==> config.mk <==
export PLATFORM = sky130hd
export DESIGN_NAME = rob_core
export DESIGN_NICKNAME = d
export VERILOG_FILES = /design/src/common/rob_pkg.sv /design/src/rob/rob_entry.sv /design/src/rob/rob.sv /design/src/dispatch/dispatch_stage.sv /design/src/verilog/exec_unit.sv /design/src/verilog/retire_stage.sv /design/src/verilog/rob_core.sv
export SDC_FILE = /design/constraint.sdc
export NUM_CORES = 1
export LEC_CHECK = 0
export BUFFER_PORTS_ARGS = -buffer_cell sky130_fd_sc_hd__buf_2
export CAP_MARGIN = 30
export CORE_ASPECT_RATIO = 1.25
export CORE_UTILIZATION = 35
export CTS_CLUSTER_SIZE = 14
export DETAILED_ROUTE_END_ITERATION = 6
export GPL_TIMING_DRIVEN = 0
export SETUP_SLACK_MARGIN = 0.02
export SLEW_MARGIN = 10
export SYNTH_ARGS = -nofsm -noshare
export SYNTH_HDL_FRONTEND = slang
export SYNTH_SLANG_ARGS = --single-unit
==> constraint.sdc <==
create_clock -name clk -period 3.5 [get_ports clk]
set_input_delay 0.525 -clock clk [delete_from_list [all_inputs] [get_ports clk]]
set_output_delay 0.525 -clock clk [all_outputs]
set_load 0.02 [all_outputs]
==> src/common/rob_pkg.sv <==
`default_nettype none

package rob_pkg;

   localparam int ROB_DEPTH     = 8;
   localparam int ROB_IDX_W     = 3;
   localparam int NUM_ARCH_REGS = 16;
   localparam int DATA_W        = 16;
   localparam int LAT_W         = 4;

   typedef logic [$clog2(NUM_ARCH_REGS)-1:0] t_reg_addr;
   typedef logic [DATA_W-1:0]                t_data;
   typedef logic [LAT_W-1:0]                 t_latency;   // 0 behaves as 1
   typedef logic [ROB_IDX_W-1:0]             t_rob_idx;

   typedef struct packed {
      logic     wrap;   // Tells full from empty
      t_rob_idx idx;
   } t_rob_id;

   typedef struct packed {
      t_reg_addr dst;
      t_reg_addr src;
      t_data     imm;
      t_latency  latency;
      logic      exc;
   } t_instr;

   typedef struct packed {
      t_rob_id  robid;
      t_data    value;
      t_latency latency;
   } t_exec_req;

   typedef struct packed {
      t_rob_id robid;
      t_data   value;
   } t_exec_result;

   typedef struct packed {
      t_reg_addr dst;
      t_data     value;
      logic      exc;
   } t_retire_pkt;

   typedef struct packed {
      t_reg_addr dst;
      logic      exc;
      logic      done;
      t_data     value;
   } t_rob_ent;

   // Wrap bit flips once per lap of the buffer
   function automatic t_rob_id incr_robid(input t_rob_id id);
      return t_rob_id'(id + (ROB_IDX_W+1)'(1));
   endfunction

endpackage

`default_nettype wire

==> src/rob/rob_entry.sv <==
`timescale 1ns/100ps
`default_nettype none

module rob_entry import rob_pkg::*; (
   input  logic      clk,
   input  logic      rst_n,
   input  logic      alloc_en,
   input  t_reg_addr alloc_dst,
   input  logic      alloc_exc,
   input  logic      cmpl_en,
   input  t_data     cmpl_value,
   input  logic      retire_en,
   input  logic      flush,
   output logic      ent_valid,
   output t_rob_ent  ent
);

   logic      done;
   logic      exc;
   t_reg_addr dst;
   t_data     value;
   logic      cmpl_hit;

   assign cmpl_hit = cmpl_en & ent_valid;   // Ignore strays on a free entry

   always_ff @(posedge clk or negedge rst_n) begin
      if (!rst_n) begin
         ent_valid <= 1'b0;
         done      <= 1'b0;
      end else if (flush || retire_en) begin
         ent_valid <= 1'b0;
         done      <= 1'b0;
      end else if (alloc_en) begin
         ent_valid <= 1'b1;
         done      <= 1'b0;
      end else if (cmpl_hit) begin
         done <= 1'b1;
      end
   end

   always_ff @(posedge clk) begin
      if (alloc_en) begin
         dst <= alloc_dst;
         exc <= alloc_exc;
      end
      if (cmpl_hit) begin
         value <= cmpl_value;
      end
   end

   always_comb begin
      ent.dst   = dst;
      ent.exc   = exc;
      ent.done  = done;
      ent.value = value;
   end

endmodule

`default_nettype wire

==> src/rob/rob.sv <==
`timescale 1ns/100ps
`default_nettype none

module rob import rob_pkg::*; (
   input  logic         clk,
   input  logic         rst_n,

   input  logic         alloc,
   input  t_reg_addr    alloc_dst,
   input  logic         alloc_exc,
   output t_rob_id      next_robid,
   output logic         rob_full,

   input  logic         cmpl_valid,
   input  t_exec_result cmpl,

   input  t_reg_addr    src_addr,
   output logic         src_pending,

   output logic         head_valid,
   output t_rob_ent     head_ent,
   input  logic         retire,

   input  logic         flush
);

   t_rob_id              head;   // Oldest entry
   t_rob_id              tail;   // Next to allocate
   logic                 rob_empty;

   logic [ROB_DEPTH-1:0] e_alloc;
   logic [ROB_DEPTH-1:0] e_cmpl;
   logic [ROB_DEPTH-1:0] e_retire;
   logic [ROB_DEPTH-1:0] ent_valid;
   logic [ROB_DEPTH-1:0] src_match;
   t_rob_ent             entries [ROB_DEPTH];

   assign rob_empty  = (head == tail);
   assign rob_full   = (head.idx == tail.idx) && (head.wrap != tail.wrap);
   assign next_robid = tail;

   always_ff @(posedge clk or negedge rst_n) begin
      if (!rst_n) begin
         head <= '0;
         tail <= '0;
      end else begin
         if (alloc) begin
            tail <= incr_robid(tail);
         end
         if (flush) begin
            head <= tail;   // Drops every younger entry
         end else if (retire) begin
            head <= incr_robid(head);
         end
      end
   end

   // One-hot entry enables
   assign e_alloc  = alloc ? (ROB_DEPTH'(1) << tail.idx) : '0;
   assign e_cmpl   = cmpl_valid ? (ROB_DEPTH'(1) << cmpl.robid.idx) : '0;
   assign e_retire = retire ? (ROB_DEPTH'(1) << head.idx) : '0;

   for (genvar i = 0; i < ROB_DEPTH; i++) begin : g_entries
      rob_entry u_entry (
         .clk        (clk),
         .rst_n      (rst_n),
         .alloc_en   (e_alloc[i]),
         .alloc_dst  (alloc_dst),
         .alloc_exc  (alloc_exc),
         .cmpl_en    (e_cmpl[i]),
         .cmpl_value (cmpl.value),
         .retire_en  (e_retire[i]),
         .flush      (flush),
         .ent_valid  (ent_valid[i]),
         .ent        (entries[i])
      );

      assign src_match[i] = ent_valid[i] & (entries[i].dst == src_addr);
   end

   assign src_pending = |src_match;

   assign head_ent   = entries[head.idx];
   assign head_valid = ~rob_empty & head_ent.done;

endmodule

`default_nettype wire

==> src/dispatch/dispatch_stage.sv <==
`timescale 1ns/100ps
`default_nettype none

module dispatch_stage import rob_pkg::*; (
   input  logic      clk,
   input  logic      rst_n,

   input  logic      in_valid,
   input  t_instr    in_instr,
   output logic      in_ready,

   output t_reg_addr src_addr,
   input  logic      src_pending,
   output t_reg_addr rd_addr,
   input  t_data     rd_data,

   input  t_rob_id   next_robid,
   input  logic      rob_full,
   output logic      alloc,
   output t_reg_addr alloc_dst,
   output logic      alloc_exc,

   input  logic      exec_free,
   output logic      exec_valid,
   output t_exec_req exec_req,

   input  logic      flush
);

   logic accept;

   assign src_addr = in_instr.src;
   assign rd_addr  = in_instr.src;

   assign in_ready = ~rob_full & ~src_pending & exec_free & ~flush;
   assign accept   = in_valid & in_ready;

   assign alloc     = accept;
   assign alloc_dst = in_instr.dst;
   assign alloc_exc = in_instr.exc;

   assign exec_valid = accept;

   always_comb begin
      exec_req.robid   = next_robid;
      exec_req.value   = rd_data + in_instr.imm;   // Wraps at 2^16
      exec_req.latency = in_instr.latency;
   end

endmodule

`default_nettype wire

==> src/verilog/exec_unit.sv <==
`timescale 1ns/100ps
`default_nettype none

module exec_unit import rob_pkg::*; #(
   parameter int EXEC_SLOTS = 4
) (
   input  logic         clk,
   input  logic         rst_n,
   input  logic         exec_valid,
   input  t_exec_req    exec_req,
   input  logic         flush,
   output logic         exec_free,
   output logic         cmpl_valid,
   output t_exec_result cmpl
);

   typedef struct packed {
      t_rob_id  robid;
      t_data    value;
      t_latency cnt;   // Cycles left
   } t_slot;

   t_slot                 slots [EXEC_SLOTS];
   logic [EXEC_SLOTS-1:0] busy;
   logic [EXEC_SLOTS-1:0] ready;
   logic [EXEC_SLOTS-1:0] load_oh;
   logic [EXEC_SLOTS-1:0] cmpl_oh;

   // Walk down so the lowest index wins both searches
   always_comb begin
      load_oh = '0;
      cmpl_oh = '0;
      cmpl    = '0;
      for (int i = EXEC_SLOTS-1; i >= 0; i--) begin
         ready[i] = busy[i] & (slots[i].cnt == '0);
         if (!busy[i]) begin
            load_oh = EXEC_SLOTS'(1) << i;
         end
         if (ready[i]) begin
            cmpl_oh     = EXEC_SLOTS'(1) << i;
            cmpl.robid  = slots[i].robid;
            cmpl.value  = slots[i].value;
         end
      end
   end

   assign exec_free  = ~&busy;
   assign cmpl_valid = |ready;

   always_ff @(posedge clk or negedge rst_n) begin
      if (!rst_n) begin
         busy <= '0;
      end else if (flush) begin
         busy <= '0;   // Kill everything in flight
      end else begin
         busy <= (busy & ~cmpl_oh) | (exec_valid ? load_oh : '0);
      end
   end

   always_ff @(posedge clk) begin
      for (int i = 0; i < EXEC_SLOTS; i++) begin
         if (exec_valid && load_oh[i]) begin
            slots[i].robid <= exec_req.robid;
            slots[i].value <= exec_req.value;
            slots[i].cnt   <= (exec_req.latency == '0) ? LAT_W'(1) : exec_req.latency;
         end else if (slots[i].cnt != '0) begin
            slots[i].cnt <= slots[i].cnt - LAT_W'(1);
         end
      end
   end

endmodule

`default_nettype wire

==> src/verilog/retire_stage.sv <==
`timescale 1ns/100ps
`default_nettype none

module retire_stage import rob_pkg::*; (
   input  logic        clk,
   input  logic        rst_n,

   input  logic        head_valid,
   input  t_rob_ent    head_ent,
   output logic        retire,
   output logic        flush,

   output logic        ret_valid,
   output t_retire_pkt ret_pkt,
   input  logic        ret_ready,

   input  t_reg_addr   rd_addr,
   output t_data       rd_data
);

   t_data arch_rf [NUM_ARCH_REGS];

   assign ret_valid = head_valid;

   always_comb begin
      ret_pkt.dst   = head_ent.dst;
      ret_pkt.value = head_ent.value;
      ret_pkt.exc   = head_ent.exc;
   end

   assign retire = ret_valid & ret_ready;
   assign flush  = retire & head_ent.exc;   // Exception packet taken

   assign rd_data = arch_rf[rd_addr];

   always_ff @(posedge clk or negedge rst_n) begin
      if (!rst_n) begin
         for (int i = 0; i < NUM_ARCH_REGS; i++) begin
            arch_rf[i] <= '0;
         end
      end else if (retire && !head_ent.exc) begin
         arch_rf[head_ent.dst] <= head_ent.value;
      end
   end

endmodule

`default_nettype wire

==> src/verilog/rob_core.sv <==
`timescale 1ns/100ps
`default_nettype none

module rob_core import rob_pkg::*; #(
   parameter int EXEC_SLOTS = 4
) (
   input  logic        clk,
   input  logic        rst_n,

   input  logic        in_valid,
   input  t_instr      in_instr,
   output logic        in_ready,

   output logic        ret_valid,
   output t_retire_pkt ret_pkt,
   input  logic        ret_ready
);

   t_reg_addr    src_addr;
   logic         src_pending;
   t_reg_addr    rd_addr;
   t_data        rd_data;
   t_rob_id      next_robid;
   logic         rob_full;
   logic         alloc;
   t_reg_addr    alloc_dst;
   logic         alloc_exc;
   logic         exec_valid;
   t_exec_req    exec_req;
   logic         exec_free;
   logic         cmpl_valid;
   t_exec_result cmpl;
   logic         head_valid;
   t_rob_ent     head_ent;
   logic         retire;
   logic         flush;

   dispatch_stage u_dispatch (
      .clk, .rst_n,
      .in_valid, .in_instr, .in_ready,
      .src_addr, .src_pending, .rd_addr, .rd_data,
      .next_robid, .rob_full, .alloc, .alloc_dst, .alloc_exc,
      .exec_free, .exec_valid, .exec_req,
      .flush
   );

   rob u_rob (
      .clk, .rst_n,
      .alloc, .alloc_dst, .alloc_exc, .next_robid, .rob_full,
      .cmpl_valid, .cmpl,
      .src_addr, .src_pending,
      .head_valid, .head_ent, .retire,
      .flush
   );

   exec_unit #(.EXEC_SLOTS(EXEC_SLOTS)) u_exec (
      .clk, .rst_n,
      .exec_valid, .exec_req, .flush,
      .exec_free, .cmpl_valid, .cmpl
   );

   retire_stage u_retire (
      .clk, .rst_n,
      .head_valid, .head_ent, .retire, .flush,
      .ret_valid, .ret_pkt, .ret_ready,
      .rd_addr, .rd_data
   );

endmodule

`default_nettype wire

Word-level counts from Yosys, hierarchy flattened:

Memories as Yosys holds them, arrays and structs flattened.
Index checks and enable logic that the tools add are counted.

* memories: 1
* register bits after elaboration: 452
* word-level logic and storage cells: 267
* bits in writable memories: 96
* input bits: 33
* output and inout port bits: 23

Memories
* u_exec.slots: depth 4, bits a word 24, read ports 4, clocked after Yosys merged registers in 0, write ports 4, RTL line exec_unit.sv:23 `t_slot slots [EXEC_SLOTS];`

* $add $sub $neg: 7
* shift-type cells: 3
* bitwise gates (word level): 41
* reduce and logical (&&, ||, !) cells: 46
* mux-type cells: 93
* eq/ne operators: 11
* order comparisons: 4

Operators with widths (count)
* 256-bit bitwise mux: 1
* 19-bit 2-to-1 mux: 4
* 4-bit 2-to-1 mux: 17
* 22-bit binary-select mux with 3-bit select: 1
* 16-bit binary-select mux with 4-bit select: 1
* 16-bit demux with 4-bit select: 1
* 1-bit 2-to-1 mux: 60
* 16-bit 2-to-1 mux: 3
* 22-bit 2-to-1 mux: 2
* 4-bit equality test: 9
* 1-bit bitwise AND: 27
* 8-bit 2-to-1 mux: 3
* 3-bit nonzero test: 8
* 1-bit by 3-bit left shift with 8-bit output, first input constant: 3
* 4-bit logical NOT: 5
* 2-bit nonzero test: 9
* 16-bit adder: 1
* 4-bit nonzero test: 4
* 4-bit by 1-bit subtractor with 4-bit output, second input constant: 4
* 5-bit >= comparator, second input constant: 2
* 4-bit inverter with 5-bit output: 2
* 4-bit by 1-bit adder with 4-bit output, second input constant: 2
* 1-bit logical OR: 8
* 8-bit OR reduction: 1
* other kinds (14): 27

Logic depth before layout (Yosys ltp):

Gate-level depths: netlist of the first run.

* depth in word-level cells: 14
* mapped depth: 16

Modules after synthesis:

From an unflattened synthesis of the first run, not the netlist that was laid out.

* cell total of the unflattened synthesis: 1638
* area total of the unflattened synthesis: 25207.9 µm²

Modules (own cells, without submodules)
* retire_stage: cells an instance 738, instances 1, sequential area each 6406.1 µm², area an instance 11908.9 µm²
* rob_entry: cells an instance 30, instances 8, sequential area each 680.7 µm², area an instance 728.2 µm²
* exec_unit: cells an instance 266, instances 1, sequential area each 2982.9 µm², area an instance 4108.9 µm²
* rob: cells an instance 272, instances 1, sequential area each 200.2 µm², area an instance 2459.9 µm²
* dispatch_stage: cells an instance 122, instances 1, sequential area each 0.0 µm², area an instance 904.6 µm²

Worst setup path before layout of the first run:

Ideal clock, no wire load.

* path type: in2reg
* start: input in_instr[21] (netlist bit)
* end: memory u_exec.slots[0][18] (netlist bit) (data pin)
* data required time: 3228 ps
* path buffers: 3
* path slack: -856 ps
* stages on the path: 13
* library setup time: 272 ps
* arrival: 4084 ps
* cells stage by stage: buf_2 -> buf_2 -> buf_1 -> mux4_2 -> mux4_2 -> ha_1 -> or2_2 -> a21oi_1 -> a211oi_1 -> o31ai_1 -> o21bai_1 -> a21oi_1 -> xnor2_1

RTL lines
* from (decl): RTL line rob_core.sv:11 `input t_instr in_instr,`
* to (decl): RTL line exec_unit.sv:23

==> results of run 1 <==
## report_power, final
part	total [mW]	internal, mW	switching (mW)
registers	9.47	8.64	0.830
logic	8.51	3.61	4.90
clock network	5.56	3.10	2.46
## layer usage
metal | vias to the layer above | routed length [um]
li1 | 6881 | -
met1 | 7736 | 23400
met2 | 359 | 33400
met3 | 106 | 2670
met4 | 0 | 2080
met5 | - | 0
## how the worst max path moves through the flow
stage / cells past startpoint / from / end / slack (ns)
after global routing: 13 / u_retire.arch_rf[48] / u_exec.slots[0][18] / -0.14
after floorplan: 16 / in_instr[21] / u_exec.slots[0][18] / -0.16
final: 13 / u_retire.arch_rf[128] / u_exec.slots[3][18] / -0.02
after global placement: 1 / rst_n / u_rob.head[3] / -3.18
after detailed placement: 14 / in_instr[22] / u_exec.slots[3][19] / -1.31
after CTS: 13 / u_retire.arch_rf[128] / u_exec.slots[2][18] / -0.09
## sequential cells by signal, indices dropped and copies added (netlist names)
register / flops
u_exec.busy: 4
u_exec.slots: 92
u_retire.arch_rf: 256
u_rob.g_entries.u_entry.done: 8
u_rob.g_entries.u_entry.dst: 32
u_rob.g_entries.u_entry.ent_valid: 8
u_rob.g_entries.u_entry.exc: 8
u_rob.g_entries.u_entry.value: 128
u_rob.head: 4
u_rob.next_robid: 4
## critical path, delay by kind of cell, from the launching register on
family	cells	cell delay [ns]
AND/OR/NAND/NOR	1	0.06
XOR/XNOR	1	0.13
multiplexers	2	1.07
flip-flops	1	0.38
AO/OA/AOI/OAI	6	1.16
adder cells (fa/ha/maj)	2	0.41
buffers and inverters	1	0.05
## cells by family after synthesis
| family | count (synthesis) | share of synthesized area (%) |
|---|---|---|
| AO/OA/AOI/OAI | 383 | 9.48 |
| buffers and inverters | 172 | 3.02 |
| AND/OR/NAND/NOR | 442 | 8.17 |
| adder cells (fa/ha/maj) | 36 | 1.92 |
| flip-flops | 544 | 62.4 |
| XOR/XNOR | 56 | 2.05 |
| multiplexers | 153 | 13.0 |
## metrics by stage
step	hold WS, ns	cell area [um^2]	setup TNS (ns)	power (mW)	utilization, %
floorplan	0.229	24100	-1.24	14.3	-
global placement	0.456	25400	-1005.99	16.4	37.8
detailed placement	0.466	25600	-91.79	16.7	38.0
CTS	0.173	28100	-0.365	23.4	41.8
global route	0.191	28400	-0.555	24.8	42.2
finish	0.193	28400	-0.0655	23.5	42.2
## repair_timing
action | in CTS | in global routing
pin swaps | 11 | 14
hold buffers | 1 | 0
setup buffers | 32 | 21
gates cloned | 0 | 1
gates resized for setup | 130 | 35
setup endpoints to repair | 227 | 168
hold endpoints to repair | 81 | 0
## cell type report
| type | count | area [um^2] | area share [%] |
|---|---|---|---|
| tap | 864 | 1080 | 3.81 |
| buffer | 115 | 858 | 3.02 |
| sequential | 544 | 14900 | 52.5 |
| multi-input combinational | 1071 | 8720 | 30.7 |
| inverter | 52 | 204 | 0.718 |
| timing repair buffer | 112 | 951 | 3.35 |
| clock buffer | 69 | 1430 | 5.02 |
| clock inverter | 25 | 248 | 0.872 |
## placed cells by master (no fill, tap or decap), types with 17 or more instances in the layout
master	Yosys	layout
a21oi_1	28	23
clkbuf_1	79	61
nand4_1	18	18
ha_1	35	29
buf_4	3	52
nand2_1	290	290
buf_2	27	62
a22oi_1	20	20
mux4_2	120	120
a221o_1	17	17
clkbuf_16	0	52
nor2_1	46	44
o21ai_0	257	253
inv_1	46	43
xnor2_1	29	26
xor2_1	27	27
buf_12	1	20
dfrtp_1	284	284
edfxtp_1	260	260
==> impl_metrics.ini, run 1 <==
[place]
pre_cts_ws_ns = -1.31
dp_hpwl_um = 45700
dp.cells = 2708
gp_congestion = 0.851
port_buffers = 51

[setup_path]
r2r-end = u_exec.slots[3][18]
slowest_delay_ns = 0.56
r2r_cells = 13
regToRegSetupSlack_ns = -0.02
cp_cell_sequence = mux4_2 > mux4_2 > ha_4 > inv_2 > fa_2 > nor2b_1 > o21a_1 > o21ai_4 > a211oi_4 > o31ai_2 > o21bai_1 > a21oi_2 > xnor2_2
r2r_start = u_retire.arch_rf[128]
path_common_cell = mux4_2
crit_slowest_cell = mux4_2
end_kind = flip-flop
crit_type = reg2reg
critPathRequiredTime_ns = 3.82
start_kind = flip-flop
critical_path_arrival_ns = 3.84
path_max_fanout = 4

[finish]
layout.nets = 2016
fillerInstances = 6041
syn2layout_area_growth_pct = 18.8
final_cells = 2852
diodes = 0
drive_above_1_share_pct = 22.9

[status]
violations = negative setup slack
outcome = complete, but fails checks

[worst_hold_path]
hp-start = in_instr[0]
hold_end = u_rob.g_entries[1].u_entry.exc
hold_path.class = in2reg
whs_path_depth = 1

[clock_tree]
cts_buffers = 51
cts_max_level = 2
clock_latency_ns = 0.62
clk_root_buffer_cell = clkbuf_16
cts_sinks = 544
clockBufferDepth = 3
clk_transition_reported_paths_ns = 0.07
cts_tree = built

[synthesis]
ys_top_cells_by_count = 290 x nand2_1, 284 x dfrtp_1, 260 x edfxtp_1
post-synth-top-area-fraction_pct = 32.7
synth_top_cell_by_area = edfxtp_1
syn_avg_cell_area_um2 = 13.4
synth-seq-cells = 544
yosysMostFrequentCell = nand2_1
synth-edff-count = 260
synth-main-ff-cell = dfrtp_1
synth_area_leaders = edfxtp_1 33%, dfrtp_1 30%, mux4_2 11%
synthCells = 1786
synth_area_um2 = 23900
ys_warn_count = 0
async_flop_share_pct = 52.2
seq_area_frac_synth_pct = 62.4
ys_types = 73
synth_nets = 1855

[route]
vias = 15100
first_pass_iters = 5
first_iter_violations = 983
wirelength_um = 61600
wl_per_cell_um = 21.6
post-route-drc-count = 0
viasPerCell = 5.29
antenna_left = 0

[sta]
final_hold_viol_count = 0
slew_headroom_pct = 49.5
skew_ns = 0.0375
period_needed_ns = 3.52
maxSlewViolCount = 0
fin_crit_sh_pct = 100
timing.fmax_ghz = 0.284
finalWorstSetupSlack_ns = -0.0165
rsz0062_at_grt = true
setup_violations = 4
worst_pin_slew_ns = 0.757

[die]
die_h_um = 294
dieArea_um2 = 69400
core_um2 = 67200
initial_core_util_pct = 35.6
die_width_um = 236
num_io_pins = 56
fp-row-count = 106

[global_routing]
grtUsageMet1_pct = 20.6
grt_use_met3_pct = 2.54
track_usage_pct = 18.0
antenna_found_initial = 0
top_usage_layer = met2
met2_usage_pct = 34.0
grt_start_max_net_pins = 108
grt_pass1_wl_um = 94300
grt_overflow = 0
grt_pass1_vias = 15800

[pwr]
leakage_nw = 11.2
p_per_area_nw_per_um2 = 829
vdd_drop_max_mv = 0.482

[run]
cap_viol_max_count = 0
(Power assumes the default switching activity.)
==> inputs of run 2 (changes only) <==
Settings changed: RECOVER_POWER set to 25.
==> run 2 against run 1 <==
The run ends with max-capacitance violations, max-slew violations, negative setup slack left. Setup slack worse by 0.011 ns. Via count hardly changed. Register-to-register slack hardly changed. Total power hardly changed. Sequential cell count stayed put. Global-route usage stayed put. Sequential share of layout area hardly changed. Core utilization hardly changed. Count of clock-buffer cells in the layout stayed put. Sequential power hardly changed. First-iteration DRC count is 3.6% higher.
==> impl_metrics.ini, run 2 (same netlist as run 1, synthesis figures left out) <==
[status]
outcome = complete, but fails checks
violations = max-capacitance violations, max-slew violations, negative setup slack

[clock_tree]
clockBufferDepth = 3
cts_sinks = 544
clk_transition_reported_paths_ns = 0.07
cts_buffers = 51
cts_max_level = 2
cts_tree = built
clk_root_buffer_cell = clkbuf_16
clock_latency_ns = 0.62

[global_routing]
grt_overflow = 0
grt_pass1_vias = 15800
track_usage_pct = 18.0
grt_start_max_net_pins = 108
grt_pass1_wl_um = 94300
antenna_found_initial = 0

[place]
dp_hpwl_um = 45700
port_buffers = 51
gp_congestion = 0.851

[die]
die_width_um = 236
dieArea_um2 = 69400
die_h_um = 294
num_io_pins = 56
initial_core_util_pct = 35.6
core_um2 = 67200
fp-row-count = 106

[route]
wirelength_um = 61600
first_iter_violations = 1018
viasPerCell = 5.29
antenna_left = 0
first_pass_iters = 6
vias = 15100
wl_per_cell_um = 21.6
post-route-drc-count = 0

[finish]
final_util_pct = 42.2
layout.nets = 2016
reg_top3 = u_retire.arch_rf: 256 flops, u_rob.g_entries.u_entry.value: 128 flops, u_exec.slots: 92 flops
largest_register_ffs = 256
drive_above_1_share_pct = 22.7
syn2layout_area_growth_pct = 18.7
final_cell_mix = 290 x nand2_1, 284 x dfrtp_1, 260 x edfxtp_1
diodes = 0
final_common_cell = nand2_1
top_register = u_retire.arch_rf

[setup_path]
critPathRequiredTime_ns = 3.82
end_kind = flip-flop
start_kind = flip-flop
crit_type = reg2reg
path_max_fanout = 4
r2r_cells = 13
critical_path_arrival_ns = 3.85

[worst_hold_path]
hold_path.class = in2reg
whs_path_depth = 1

[sta]
timing.fmax_ghz = 0.283
period_needed_ns = 3.53
slew_headroom_pct = -37.7
fin_crit_sh_pct = 101
skew_ns = 0.0367
worst_pin_slew_ns = 2.07
setup_violations = 4
finalWorstSetupSlack_ns = -0.0279
maxSlewViolCount = 82
final_hold_viol_count = 0
rsz0062_at_grt = true
fin_tns_setup_ns = -0.111

[pwr]
p_per_area_nw_per_um2 = 829
vdd_drop_max_mv = 0.482
leakage_nw = 11.2

[run]
cap_viol_max_count = 1
[run 2: changes by cell type in the layout (fill, tap and decap cells not counted), sizes merged]
cell,change
clkbuf,+6
buf,-6
[run 2: cell type report]
cell class | count | area [um^2]
inverters | 52 | 204
fillers | 6043 | 38900
multi-input cells | 1071 | 8720
plain buffers | 115 | 858
flip-flops and latches | 544 | 14900
well taps | 864 | 1080
clock inverters | 25 | 248
repair buffers | 112 | 935
clock buffers | 69 | 1430
[run 2: worst paths after layout]
path                       slack, ns                              to                  start
min in group asynchronous       1.02           u_retire.arch_rf[137]                  rst_n
max reg2reg                    -0.03             u_exec.slots[2][18]  u_retire.arch_rf[128]
min reg2reg                     0.48            u_retire.arch_rf[20]   u_retire.arch_rf[20]
max                            -0.03             u_exec.slots[2][18]  u_retire.arch_rf[128]
max in group asynchronous       0.59                   u_rob.head[3]                  rst_n
min                             0.28  u_rob.g_entries[1].u_entry.exc            in_instr[0]
[run 2: per-layer routing]
metal	vias to the layer above	track usage, %	share of wire [%]
met5	-	0	0
met4	0	6.34	3.3
met3	106	2.54	4.2
met2	348	34.0	54
met1	7746	20.6	38
li1	6879	-	-
[run 2: per-stage QoR]
step                power, mW  std cells  instance area [um^2]  worst slack [ns]  hold WS, ns
CTS                      23.4       2830                 28100           -0.0913        0.173
detailed placement       16.7       2708                 25600             -1.31        0.466
global route             24.8       2852                 28400            -0.139        0.266
floorplan                14.3       1786                 24100            -0.164        0.229
global placement         16.4       2701                 25400             -3.18        0.456
finish                   23.5       2852                 28400           -0.0279        0.284
[run 2: critical path: stages, from the launching register on]
cell,delay [ns]
dfrtp_1,0.38
mux4_2,0.51
mux4_2,0.56
ha_4,0.21
inv_2,0.05
fa_2,0.20
nor2b_1,0.06
o21a_1,0.21
o21ai_4,0.21
a211oi_4,0.11
o31ai_2,0.24
o21bai_1,0.11
a21oi_2,0.29
xnor2_2,0.13
[run 2: repair_timing]
item,4_1_cts,5_1_grt
gates cloned,0,1
buffers inserted,32,21
pin swaps,11,14
hold endpoints to repair,81,0
resized for setup,130,35
setup endpoints to repair,227,168
hold buffers,1,0
[run 2: power by group]
part,leakage (nW),total [mW],switching [mW],internal [mW]
registers,6.26,9.47,0.828,8.64
logic,4.13,8.51,4.90,3.61
clock network,0.820,5.56,2.46,3.10
